## config.mk

```make
export PLATFORM = sky130hd
export DESIGN_NAME = riscv_single
export DESIGN_NICKNAME = d
export VERILOG_FILES = /design/src/common/riscv_pkg.sv /design/src/control/main_decoder.sv /design/src/control/alu_decoder.sv /design/src/control/controller.sv /design/src/datapath/alu.sv /design/src/datapath/reg_file.sv /design/src/datapath/datapath.sv /design/src/data_memory.sv /design/src/riscv_single.sv
export SDC_FILE = /design/constraint.sdc
export NUM_CORES = 2
export LEC_CHECK = 0
export BUFFER_PORTS_ARGS = -buffer_cell sky130_fd_sc_hd__buf_2
export CAP_MARGIN = 20
export CORE_MARGIN = 4
export CORE_UTILIZATION = 50
export DETAILED_ROUTE_END_ITERATION = 8
export PLACE_DENSITY = 0.66
export SLEW_MARGIN = 20
export SYNTH_ARGS = -nofsm -noshare
export SYNTH_HDL_FRONTEND = slang
export SYNTH_SLANG_ARGS = --single-unit
export TNS_END_PERCENT = 1
```

## constraint.sdc

```tcl
create_clock -name clk -period 21.3 [get_ports clk]
set_input_delay 6.39 -clock clk [delete_from_list [all_inputs] [get_ports clk]]
set_output_delay 6.39 -clock clk [all_outputs]
set_load 0.005 [all_outputs]
```

## src/common/riscv_pkg.sv

```systemverilog
/*
 * riscv core shared definitions
 * width types, opcode and funct3 values, and the control
 * encodings passed between decoders and datapath
 */
`default_nettype none

package riscv_pkg;

        // widths with a meaning
        typedef logic [31:0] word_t;
        typedef logic [4:0]  reg_addr_t;
        typedef logic [2:0]  alu_ctrl_t;
        typedef logic [1:0]  alu_op_t;
        typedef logic [1:0]  imm_src_t;
        typedef logic [1:0]  result_src_t;

        // base opcodes of the supported subset
        localparam logic [6:0] OP_LOAD   = 7'b0000011;
        localparam logic [6:0] OP_STORE  = 7'b0100011;
        localparam logic [6:0] OP_REG    = 7'b0110011;
        localparam logic [6:0] OP_IMM    = 7'b0010011;
        localparam logic [6:0] OP_BRANCH = 7'b1100011;
        localparam logic [6:0] OP_JAL    = 7'b1101111;

        // funct3 of register and immediate ops
        localparam logic [2:0] F3_ADD_SUB = 3'b000;
        localparam logic [2:0] F3_SLT     = 3'b010;
        localparam logic [2:0] F3_OR      = 3'b110;
        localparam logic [2:0] F3_AND     = 3'b111;

        // alu operations, unlisted codes give zero
        localparam alu_ctrl_t ALU_ADD  = 3'b000;
        localparam alu_ctrl_t ALU_SUB  = 3'b001;
        localparam alu_ctrl_t ALU_AND  = 3'b010;
        localparam alu_ctrl_t ALU_OR   = 3'b011;
        localparam alu_ctrl_t ALU_SLT  = 3'b101;
        localparam alu_ctrl_t ALU_NONE = 3'b111;

        // operation class from main decoder
        localparam alu_op_t ALU_OP_ADD   = 2'b00;
        localparam alu_op_t ALU_OP_SUB   = 2'b01;
        localparam alu_op_t ALU_OP_FUNCT = 2'b10;

        // immediate formats
        localparam imm_src_t IMM_I = 2'b00;
        localparam imm_src_t IMM_S = 2'b01;
        localparam imm_src_t IMM_B = 2'b10;
        localparam imm_src_t IMM_J = 2'b11;

        // write-back sources
        localparam result_src_t RES_ALU = 2'b00;
        localparam result_src_t RES_MEM = 2'b01;
        localparam result_src_t RES_PC4 = 2'b10;

endpackage

`default_nettype wire

```

## src/control/main_decoder.sv

```systemverilog
/*
 * main decoder
 * maps the opcode onto the datapath control levels,
 * unknown opcodes come out as no-ops
 */
`timescale 1ns/1ps
`default_nettype none

module main_decoder
        import riscv_pkg::*;
(
        input  wire [6:0]   opcode,
        output logic        branch,
        output logic        jump,
        output result_src_t result_src,
        output logic        mem_write,
        output logic        alu_src,
        output imm_src_t    imm_src,
        output logic        reg_write,
        output alu_op_t     alu_op
);

        // one row per opcode
        // reg_write, imm_src, alu_src, mem_write, result_src, branch, alu_op, jump
        always_comb
        begin
                case (opcode)
                        OP_LOAD:
                                {reg_write, imm_src, alu_src, mem_write, result_src,
                                 branch, alu_op, jump} =
                                {1'b1, IMM_I, 1'b1, 1'b0, RES_MEM, 1'b0, ALU_OP_ADD, 1'b0};
                        OP_STORE:
                                {reg_write, imm_src, alu_src, mem_write, result_src,
                                 branch, alu_op, jump} =
                                {1'b0, IMM_S, 1'b1, 1'b1, RES_ALU, 1'b0, ALU_OP_ADD, 1'b0};
                        OP_REG:
                                {reg_write, imm_src, alu_src, mem_write, result_src,
                                 branch, alu_op, jump} =
                                {1'b1, IMM_I, 1'b0, 1'b0, RES_ALU, 1'b0, ALU_OP_FUNCT, 1'b0};
                        OP_IMM:
                                {reg_write, imm_src, alu_src, mem_write, result_src,
                                 branch, alu_op, jump} =
                                {1'b1, IMM_I, 1'b1, 1'b0, RES_ALU, 1'b0, ALU_OP_FUNCT, 1'b0};
                        // beq compares by subtracting
                        OP_BRANCH:
                                {reg_write, imm_src, alu_src, mem_write, result_src,
                                 branch, alu_op, jump} =
                                {1'b0, IMM_B, 1'b0, 1'b0, RES_ALU, 1'b1, ALU_OP_SUB, 1'b0};
                        // jal links pc plus 4
                        OP_JAL:
                                {reg_write, imm_src, alu_src, mem_write, result_src,
                                 branch, alu_op, jump} =
                                {1'b1, IMM_J, 1'b0, 1'b0, RES_PC4, 1'b0, ALU_OP_ADD, 1'b1};
                        // no writes, no pc change
                        default:
                                {reg_write, imm_src, alu_src, mem_write, result_src,
                                 branch, alu_op, jump} =
                                {1'b0, IMM_I, 1'b0, 1'b0, RES_ALU, 1'b0, ALU_OP_ADD, 1'b0};
                endcase
        end

endmodule

`default_nettype wire

```

## src/control/alu_decoder.sv

```systemverilog
/*
 * alu decoder
 * turns the operation class, funct3 and funct7 bit 5
 * into the alu operation code
 */
`timescale 1ns/1ps
`default_nettype none

module alu_decoder
        import riscv_pkg::*;
(
        input  wire alu_op_t   alu_op,
        input  wire [2:0]      funct3,
        input  wire            funct7_b5,
        input  wire            op_b5,
        output alu_ctrl_t      alu_ctrl
);

        always_comb
        begin
                case (alu_op)
                        // loads, stores, jal
                        ALU_OP_ADD: alu_ctrl = ALU_ADD;
                        // beq
                        ALU_OP_SUB: alu_ctrl = ALU_SUB;
                        default:
                        begin
                                case (funct3)
                                        // sub only for register form, addi has funct7 bits of imm
                                        F3_ADD_SUB: alu_ctrl = (funct7_b5 & op_b5) ? ALU_SUB : ALU_ADD;
                                        F3_SLT:     alu_ctrl = ALU_SLT;
                                        F3_OR:      alu_ctrl = ALU_OR;
                                        F3_AND:     alu_ctrl = ALU_AND;
                                        default:    alu_ctrl = ALU_NONE;
                                endcase
                        end
                endcase
        end

endmodule

`default_nettype wire

```

## src/control/controller.sv

```systemverilog
/*
 * controller
 * main and alu decoders, pc select from branch, jump and
 * zero, write enables held off during reset
 */
`timescale 1ns/1ps
`default_nettype none

module controller
        import riscv_pkg::*;
(
        input  wire          rst_n,
        input  wire [6:0]    opcode,
        input  wire [2:0]    funct3,
        input  wire          funct7_b5,
        input  wire          zero,
        output logic         pc_src,
        output result_src_t  result_src,
        output logic         mem_write,
        output logic         alu_src,
        output imm_src_t     imm_src,
        output logic         reg_write,
        output alu_ctrl_t    alu_ctrl
);

        logic    branch;
        logic    jump;
        logic    mem_write_dec;
        logic    reg_write_dec;
        alu_op_t alu_op;

        main_decoder i_main_decoder (
                .opcode     (opcode),
                .branch     (branch),
                .jump       (jump),
                .result_src (result_src),
                .mem_write  (mem_write_dec),
                .alu_src    (alu_src),
                .imm_src    (imm_src),
                .reg_write  (reg_write_dec),
                .alu_op     (alu_op)
        );

        // opcode bit 5 separates register ops from immediate ops
        alu_decoder i_alu_decoder (
                .alu_op    (alu_op),
                .funct3    (funct3),
                .funct7_b5 (funct7_b5),
                .op_b5     (opcode[5]),
                .alu_ctrl  (alu_ctrl)
        );

        // taken beq or jal
        assign pc_src = (branch & zero) | jump;

        // no state changes while in reset
        assign mem_write = mem_write_dec & rst_n;
        assign reg_write = reg_write_dec & rst_n;

endmodule

`default_nettype wire

```

## src/datapath/alu.sv

```systemverilog
/*
 * alu
 * add, subtract, and, or and signed set-less-than,
 * zero flag for beq
 */
`timescale 1ns/1ps
`default_nettype none

module alu
        import riscv_pkg::*;
(
        input  wire word_t      a_in,
        input  wire word_t      b_in,
        input  wire alu_ctrl_t  alu_ctrl,
        output word_t           alu_result,
        output logic            zero
);

        always_comb
        begin
                case (alu_ctrl)
                        // add, addi, address calc
                        ALU_ADD: alu_result = a_in + b_in;

                        // two's complement sub
                        ALU_SUB: alu_result = a_in + (~b_in + 32'd1);

                        // and, andi
                        ALU_AND: alu_result = a_in & b_in;

                        // or, ori
                        ALU_OR:  alu_result = a_in | b_in;

                        // slt, slti
                        // both sides signed
                        ALU_SLT: alu_result = ($signed(a_in) < $signed(b_in)) ? 32'd1 : 32'd0;

                        default: alu_result = '0;
                endcase
        end

        // high on equal operands for sub
        assign zero = (alu_result == '0);

endmodule

`default_nettype wire

```

## src/datapath/reg_file.sv

```systemverilog
/*
 * register file
 * 32 x 32 bit, two combinational reads, one write at
 * the clock edge, x0 reads zero
 */
`timescale 1ns/1ps
`default_nettype none

module reg_file
        import riscv_pkg::*;
(
        input  wire             clk,
        input  wire             rst_n,
        input  wire reg_addr_t  addr1,
        input  wire reg_addr_t  addr2,
        input  wire reg_addr_t  addr3,
        input  wire             write_enable,
        input  wire word_t      write_value,
        output word_t           read1,
        output word_t           read2
);

        word_t regs [32];

        // cleared at reset, x0 never written
        always_ff @(posedge clk or negedge rst_n)
        begin
                if (!rst_n)
                begin
                        for (int i = 0; i < 32; i++)
                                regs[i] <= '0;
                end
                else if (write_enable && (addr3 != '0))
                begin
                        regs[addr3] <= write_value;
                end
        end

        // x0 stays at its reset value of zero
        assign read1 = regs[addr1];
        assign read2 = regs[addr2];

endmodule

`default_nettype wire

```

## src/datapath/datapath.sv

```systemverilog
/*
 * datapath
 * pc register and next pc, immediate extension,
 * alu operand and write-back muxes, register file and alu
 */
`timescale 1ns/1ps
`default_nettype none

module datapath
        import riscv_pkg::*;
(
        input  wire              clk,
        input  wire              rst_n,
        input  wire word_t       instr,
        output word_t            pc,
        input  wire              pc_src,
        input  wire result_src_t result_src,
        input  wire              alu_src,
        input  wire imm_src_t    imm_src,
        input  wire              reg_write,
        input  wire alu_ctrl_t   alu_ctrl,
        input  wire word_t       read_data,
        output logic [6:0]       opcode,
        output logic [2:0]       funct3,
        output logic             funct7_b5,
        output logic             zero,
        output word_t            alu_result,
        output word_t            write_data
);

        reg_addr_t rs1;
        reg_addr_t rs2;
        reg_addr_t rd;
        word_t     imm_ext;
        word_t     pc_plus4;
        word_t     pc_target;
        word_t     pc_next;
        word_t     src_a;
        word_t     src_b;
        word_t     result;

        // instruction fields
        assign opcode    = instr[6:0];
        assign funct3    = instr[14:12];
        assign funct7_b5 = instr[30];
        assign rs1       = instr[19:15];
        assign rs2       = instr[24:20];
        assign rd        = instr[11:7];

        // next pc
        assign pc_plus4  = pc + 32'd4;
        assign pc_target = pc + imm_ext;
        assign pc_next   = pc_src ? pc_target : pc_plus4;

        // first fetch at address 0
        always_ff @(posedge clk or negedge rst_n)
        begin
                if (!rst_n)
                        pc <= '0;
                else
                        pc <= pc_next;
        end

        // sign extension, bit 31 always the sign
        always_comb
        begin
                case (imm_src)
                        IMM_I:   imm_ext = {{20{instr[31]}}, instr[31:20]};
                        IMM_S:   imm_ext = {{20{instr[31]}}, instr[31:25], instr[11:7]};
                        // branch offsets in halfwords
                        IMM_B:   imm_ext = {{20{instr[31]}}, instr[7], instr[30:25],
                                            instr[11:8], 1'b0};
                        default: imm_ext = {{12{instr[31]}}, instr[19:12], instr[20],
                                            instr[30:21], 1'b0};
                endcase
        end

        reg_file i_reg_file (
                .clk          (clk),
                .rst_n        (rst_n),
                .addr1        (rs1),
                .addr2        (rs2),
                .addr3        (rd),
                .write_enable (reg_write),
                .write_value  (result),
                .read1        (src_a),
                .read2        (write_data)
        );

        // immediate or rs2
        assign src_b = alu_src ? imm_ext : write_data;

        alu i_alu (
                .a_in       (src_a),
                .b_in       (src_b),
                .alu_ctrl   (alu_ctrl),
                .alu_result (alu_result),
                .zero       (zero)
        );

        // write-back select
        always_comb
        begin
                case (result_src)
                        RES_MEM: result = read_data;
                        RES_PC4: result = pc_plus4;
                        default: result = alu_result;
                endcase
        end

endmodule

`default_nettype wire

```

## src/data_memory.sv

```systemverilog
/*
 * data memory
 * word-addressed ram, write at the clock edge, combinational
 * read, index wraps over the depth
 */
`timescale 1ns/1ps
`default_nettype none

module data_memory
        import riscv_pkg::*;
#(
        parameter int DMEM_WORDS = 64
) (
        input  wire         clk,
        input  wire word_t  addr,
        input  wire         write_enable,
        input  wire word_t  write_value,
        output word_t       read_value
);

        localparam int IDX_W = $clog2(DMEM_WORDS);

        word_t             mem [DMEM_WORDS];
        logic [IDX_W-1:0]  idx;

        // byte offset dropped, upper bits wrap
        assign idx = addr[IDX_W+1:2];

        always_ff @(posedge clk)
        begin
                if (write_enable)
                        mem[idx] <= write_value;
        end

        assign read_value = mem[idx];

endmodule

`default_nettype wire

```

## src/riscv_single.sv

```systemverilog
/*
 * single-cycle rv32i core, subset
 * controller, datapath and data memory, instruction
 * memory outside, store port visible at the top
 */
`timescale 1ns/1ps
`default_nettype none

module riscv_single
        import riscv_pkg::*;
#(
        parameter int DMEM_WORDS = 64
) (
        input  wire         clk,
        input  wire         rst_n,
        output word_t       pc,
        input  wire word_t  instr,
        output logic        mem_write,
        output word_t       data_addr,
        output word_t       write_data
);

        logic        pc_src;
        logic        alu_src;
        logic        reg_write;
        logic        zero;
        logic [6:0]  opcode;
        logic [2:0]  funct3;
        logic        funct7_b5;
        result_src_t result_src;
        imm_src_t    imm_src;
        alu_ctrl_t   alu_ctrl;
        word_t       read_data;

        controller i_controller (
                .rst_n      (rst_n),
                .opcode     (opcode),
                .funct3     (funct3),
                .funct7_b5  (funct7_b5),
                .zero       (zero),
                .pc_src     (pc_src),
                .result_src (result_src),
                .mem_write  (mem_write),
                .alu_src    (alu_src),
                .imm_src    (imm_src),
                .reg_write  (reg_write),
                .alu_ctrl   (alu_ctrl)
        );

        // alu result doubles as the data address
        datapath i_datapath (
                .clk        (clk),
                .rst_n      (rst_n),
                .instr      (instr),
                .pc         (pc),
                .pc_src     (pc_src),
                .result_src (result_src),
                .alu_src    (alu_src),
                .imm_src    (imm_src),
                .reg_write  (reg_write),
                .alu_ctrl   (alu_ctrl),
                .read_data  (read_data),
                .opcode     (opcode),
                .funct3     (funct3),
                .funct7_b5  (funct7_b5),
                .zero       (zero),
                .alu_result (data_addr),
                .write_data (write_data)
        );

        data_memory #(
                .DMEM_WORDS (DMEM_WORDS)
        ) i_data_memory (
                .clk          (clk),
                .addr         (data_addr),
                .write_enable (mem_write),
                .write_value  (write_data),
                .read_value   (read_data)
        );

endmodule

`default_nettype wire

```

# Yosys cells after proc, flatten, opt, wreduce, memory -nomap -nowiden
# Memories as Yosys holds them, arrays and structs flattened.
# Cells that the tools add are included.
[totals] reg_bits=1056 ram_bits=2048 inputBits=34 out_inout_bits=97 elab_cells=112 memories=1
[mem_list] name="i_data_memory.mem" depth=64 word_bits=32 read_ports=1 rd_clocked_by_memory_dff=0 wr=1 line_no="data_memory.sv:23" source="word_t mem [DMEM_WORDS];"
[op_classes] add_sub_neg=5 magnitude_cmp=5 eq_ne=18 muxes=28 bitwise=11 reduce_logical=11
[op_table] cell="bitwise mux 1024 bit" n=1
[op_table] cell="binary-select mux 32 bit (select 5 bit)" n=2
[op_table] cell="2-to-1 mux 32 bit" n=7
[op_table] cell="demux 32 bit (select 5 bit)" n=1
[op_table] cell="one-hot mux 32 bit (5 select lines)" n=1
[op_table] cell="adder 32 bit" n=3
[op_table] cell="one-hot mux 32 bit (2 select lines)" n=1
[op_table] cell="one-hot mux 20 bit (3 select lines)" n=1
[op_table] cell="adder 32 x 1 -> 32 bit, second input constant" n=1
[op_table] cell="adder 32 x 3 -> 32 bit, second input constant" n=1
[op_table] cell="bitwise AND 32 bit" n=1
[op_table] cell="logical NOT 32 bit" n=1
[op_table] cell="less-than comparator 32 bit" n=1
[op_table] cell="inverter 32 bit" n=1
[op_table] cell="bitwise OR 32 bit" n=1
[op_table] cell=">= comparator 6 bit, second input constant" n=3
[op_table] cell="inverter 5 -> 6 bit" n=3
[op_table] cell="equality test 7 x 6 -> 1 bit, second input constant" n=2
[op_table] cell="equality test 7 bit, second input constant" n=2
[op_table] cell="one-hot mux 3 bit (4 select lines)" n=1
[op_table] cell="equality test 3 x 2 -> 1 bit, second input constant" n=3
[op_table] cell="equality test 3 bit, second input constant" n=3
[op_table] cell="2-to-1 mux 1 bit" n=9
[op_table] cell="one-hot mux 2 bit (2 select lines)" n=2
[op_table] cell="other kinds (17)" n=26

# Logic depth before layout (Yosys ltp)
[logic_depth] depth_word=13 ltp_mapped=32 ltp_nobuf=22

# Modules after synthesis
# From an unflattened synthesis, not the netlist that was laid out.
[hier_totals] hier_cells=10274 hier_area_um2=144426.0
[by_module_without_submodules] mod="data_memory" n_inst=1 cells_per_inst=4207 area_per_inst_um2=78287.6 seq_area_each_um2=61499.0
[by_module_without_submodules] mod="reg_file" n_inst=1 cells_per_inst=4601 area_per_inst_um2=55942.4 seq_area_each_um2=25624.6
[by_module_without_submodules] mod="alu" n_inst=1 cells_per_inst=800 area_per_inst_um2=5232.5 seq_area_each_um2=0.0
[by_module_without_submodules] mod="datapath" n_inst=1 cells_per_inst=633 area_per_inst_um2=4734.5 seq_area_each_um2=800.8
[by_module_without_submodules] mod="main_decoder" n_inst=1 cells_per_inst=21 area_per_inst_um2=131.4 seq_area_each_um2=0.0
[by_module_without_submodules] mod="alu_decoder" n_inst=1 cells_per_inst=9 area_per_inst_um2=77.6 seq_area_each_um2=0.0
[by_module_without_submodules] mod="controller" n_inst=1 cells_per_inst=3 area_per_inst_um2=20.0 seq_area_each_um2=0.0

# Worst setup path before layout
# Ideal clock, no wire load.
[synth_path] path_kind="input -> output" startpoint="input instr[20]" endpoint="output data_addr[31]" t_arrival_ns=11.990 required_time_ns=14.910 setup_slack_ns=2.920 path_stages=16 path_cell_list="clkbuf_1 > clkbuf_1 > buf_1 > mux4_2 > mux4_2 > mux2_2 > o21ai_0 > ha_1 > clkbuf_1 > or4b_1 > o31a_2 > o2111ai_1 > a211oi_2 > or3_1 > o311ai_0 > o31a_1"
[synth_between] elab_chain_len=9
[synth_lines] item="start, declared" line_no="riscv_single.sv:17" source="input wire word_t instr,"
[synth_lines] item="inverter 5 -> 6 bit (implied by the code) (*)" line_no="reg_file.sv:41" source="assign read2 = regs[addr2];"
[synth_lines] item="binary-select mux 32 bit (select 5 bit) (*)" line_no="reg_file.sv:41"
[synth_lines] item="2-to-1 mux 32 bit (implied by the code) (*) (2 in series)" line_no="reg_file.sv:41"
[synth_lines] item="via write_data[11]" line_no="riscv_single.sv:20" source="output word_t write_data"
[synth_lines] item="2-to-1 mux 32 bit (*)" line_no="datapath.sv:91" source="assign src_b = alu_src ? imm_ext : write_data;"
[synth_lines] item="inverter 32 bit" line_no="alu.sv:26" source="ALU_SUB: alu_result = a_in + (~b_in + 32'd1);"
[synth_lines] item="adder 32 x 1 -> 32 bit" line_no="alu.sv:26"
[synth_lines] item="adder 32 bit" line_no="alu.sv:26"
[synth_lines] item="one-hot mux 32 bit (5 select lines) (*)" line_no="alu.sv:21" source="case (alu_ctrl)"
[synth_lines] item="end, declared" line_no="riscv_single.sv:19" source="output word_t data_addr,"
# Mark *: on every way through the listed nets, which the timed path passes. The rest lies on a longest branch. The select of a mux whose other input is x is not followed.

# Worst setup path in the final report
[layout_path] startpoint="input instr[20]" endpoint="output data_addr[26]"
[layout_between] elab_chain_len=9
[layout_lines] item="inverter 5 -> 6 bit (implied by the code)" line_no="reg_file.sv:41"
[layout_lines] item="binary-select mux 32 bit (select 5 bit)" line_no="reg_file.sv:41"
[layout_lines] item="2-to-1 mux 32 bit (implied by the code) (2 in series)" line_no="reg_file.sv:41"
[layout_lines] item="2-to-1 mux 32 bit (*)" line_no="datapath.sv:91"
[layout_lines] item="inverter 32 bit" line_no="alu.sv:26"
[layout_lines] item="adder 32 x 1 -> 32 bit" line_no="alu.sv:26"
[layout_lines] item="adder 32 bit" line_no="alu.sv:26"
[layout_lines] item="one-hot mux 32 bit (5 select lines) (*)" line_no="alu.sv:21"
# Every way passes the cells marked *; elsewhere a longest branch is shown, timed or not. The select of a mux whose other input is x is not followed.

==> results.py <==
metrics = {
    "pwr": {
        "p_clk_share_pct": 42.5,
        "power_density_nw_per_um2": 85.3,
        "p_leak_nw": 61.7,
        "seq_power_share_pct": 48.6,
        "vdd_ir_drop_max_mv": 0.0940,
        "internal_power_w": 0.0102,
        "combPwrFrac_pct": 8.9,
        "p_sw_share_pct": 24.6,
        "p_switching_w": 0.00332,
        "total_power_w": 0.0135,
    },
    "clock_network": {
        "cts-hold-fix-buffers": 0,
        "cts_setup_buffers": 0,
        "tritoncts": "yes",
        "clock_sinks": 3104,
        "cts_root_buf": "clkbuf_16",
        "clk_pin_slew_worst_paths_ns": 0.06,
        "cts_resized": 0,
        "htree_levels": 5,
        "insertion_delay_ns": 0.92,
        "cts_buffer_depth": 4,
        "cts_buffers": 327,
    },
    "synthesis": {
        "synth-edff-count": 2048,
        "async_flop_share_pct": 34.0,
        "ys_seq_elements": 3104,
        "ys_warn_count": 0,
        "synth_nets": 11893,
        "synth_largest_area_cell": "edfxtp_1",
        "netlist_instances": 11722,
        "synth-seq-area-share_pct": 61.6,
        "synth_ff_type": "edfxtp_1",
        "synth_top_area_share_pct": 43.1,
        "syn_avg_cell_area_um2": 12.2,
        "ys_top_cells_by_area": "edfxtp_1 43%, dfrtp_1 19%, mux4_2 10%",
        "yosysUniqueCellTypes": 101,
        "synth_area_um2": 143000,
    },
    "setup_path": {
        "critPathCaptureType": "primary output",
        "startpoint_type": "primary input",
        "r2r-end": "i_datapath.i_reg_file.regs[849]",
        "cpPeakStageDelay_ns": 0.57,
        "cp_max_fo": 50,
        "path_class": "primary input to primary output",
        "cp_slowest_cell": "mux4_2",
        "r2r_slack_ns": 11.15,
        "reg2reg_depth": 22,
        "cp_data_required_time_ns": 14.91,
        "cp.arrival_ns": 12.95,
        "reg2reg_from": "i_datapath.i_reg_file.regs[129]",
        "path_cells": "buf_8 -> buf_12 -> mux4_2 -> mux4_2 -> mux2i_1 -> nand2_1 -> o21ai_0 -> inv_1 -> fa_1 -> nor2b_1 -> o31a_1 -> o21ai_0 -> o211ai_1 -> nand2b_1 -> a21oi_1 -> nor2_1 -> o21bai_1 -> o221ai_1 -> a221o_1 -> buf_2",
    },
    "drt": {
        "drtIter0Drc": 14481,
        "wirelength_um": 497000,
        "route.detailed.drc": 0,
        "final_antenna_net_count": 0,
        "via_count": 101861,
        "first_pass_iters": 6,
        "drt-vias-per-instance": 6.51,
        "routedWlPerCell_um": 31.8,
    },
    "global_routing": {
        "grt_antenna_before_repair": 32,
        "grt_pass1_wl_um": 710000,
        "grt-ovfl-total": 0,
        "track_usage_pct": 33.4,
        "grt_pass1_vias": 97399,
        "grt_max_degree": 159,
    },
    "sta": {
        "fmax_mhz": 51.7,
        "period_share_pct": 90.8,
        "fin_ws_ns": 1.96,
        "setup_viol": 0,
        "relSlewSlack_pct": 10.8,
        "finalHoldViolCount": 0,
        "rsz0062_at_grt": "false",
        "worst_pin_slew_ns": 1.33,
        "fin_setup_tns_ns": 0,
        "drv_slew": 0,
        "fin_skew_ns": 0.107,
        "post-route-min-period_ns": 19.34,
    },
    "die": {
        "ioPinCount": 131,
        "dieArea_um2": 294000,
        "rows": 195,
        "initial_core_util_pct": 50.4,
        "die_x_um": 542,
        "die_h_um": 542,
        "fp.coreArea_um2": 283000,
    },
    "run_status": {
        "outcome": "complete, no violations",
    },
    "job": {
        "cap_violations": 0,
    },
    "cells_and_area": {
        "final_cell_mix": "2431 x nand2_1, 2048 x edfxtp_1, 1056 x dfrtp_1",
        "final_common_cell": "nand2_1",
        "nets": 11785,
        "syn_to_final_growth_pct": 11.2,
        "final_layout_size_suffix_gt1_share_pct": 16.0,
    },
    "worst_hold_path": {
        "holdCritPathClass": "register to register",
        "hp-start": "i_datapath.i_reg_file.regs[1017]",
        "hold_path_end": "i_datapath.i_reg_file.regs[1017]",
        "holdPathStages": 0,
    },
    "placed_design": {
        "hpwl_um": 303000,
        "io_buffers": 130,
        "place_ws_ns": 2.06,
        "place_congestion": 0.949,
    },
}
[Yosys cell counts (134+ instances only)]
cell,instances
nand2_1,2434
edfxtp_1,2048
a31oi_1,142
and3_1,202
a311oi_1,142
a21oi_1,776
dfrtp_1,1056
ha_1,134
o21ai_0,437
mux4_2,653
clkbuf_1,433
nand3_1,907
buf_2,309
nor2_1,880
[flip-flops by register name, indices dropped and copies added (netlist names)]
name / flops
i_data_memory.mem: 2048
i_datapath.i_reg_file.regs: 1024
i_datapath.pc: 32
[layer usage]
layer | share of wire, % | track usage, %
met5 | 0.053 | 0
met4 | 7.2 | 20.3
met3 | 12 | 8.44
met2 | 44 | 50.0
met1 | 36 | 44.0
[worst max path at each step]
stage | from | to | slack (ns)
after CTS | instr[20] | data_addr[31] | 2.04
after floorplan | instr[20] | data_addr[31] | 2.92
final | instr[20] | data_addr[26] | 1.96
after global placement | instr[20] | data_addr[31] | 2.05
after detailed placement | instr[20] | data_addr[31] | 2.06
after global routing | instr[20] | data_addr[26] | 1.71
[cell type report]
type	count	area, um2
inverters	123	487
clock inverters	160	1630
diodes	14	35.0
clock buffers	434	9070
repair buffers	486	3710
multi-input cells	7572	51100
well taps	3743	4680
flip-flops and latches	3104	87900
fillers	22644	125000
[critical path, delay by kind of cell]
family	cells	cell delay [ns]
AO/OA/AOI/OAI	8	2.63
multiplexers	3	1.52
buffers and inverters	4	1.23
AND/OR/NAND/NOR	4	0.49
adder cells (fa/ha/maj)	1	0.47
[per-stage QoR]
stage          util [%]  cells  instance area, um2  hold slack (ns)
2_1_floorplan         -  11722              143000            0.441
3_3_place_gp       52.2  15023              148000            0.378
5_1_grt            56.0  15629              159000            0.405
6_report           56.0  15636              159000            0.392
3_5_place_dp       52.2  15025              148000            0.384
4_1_cts            56.0  15619              159000            0.396
[power groups by stage]
stage	logic (W)	clock network [W]	registers, W
final	0.00121	0.00575	0.00657
after global routing	0.00128	0.00605	0.00657
after CTS	0.00118	0.00579	0.00657
after detailed placement	0.00117	0	0.00669
after global placement	0.00116	0	0.00669
after floorplan	0.000686	0	0.00665
[kinds of logic after synthesis]
kind of cell               count (synthesis)  share of synthesized area, %
AOI/OAI and AO/OA                       1903                          8.10
xor gates and xnor gates                  67                         0.411
adders and majority gates                137                          1.22
buffers and inverters                   1046                          3.40
DFF                                     3104                          61.6
muxes                                    798                          11.4
and+or+nand+nor                         4667                          13.9
(Power assumes the default switching activity.)
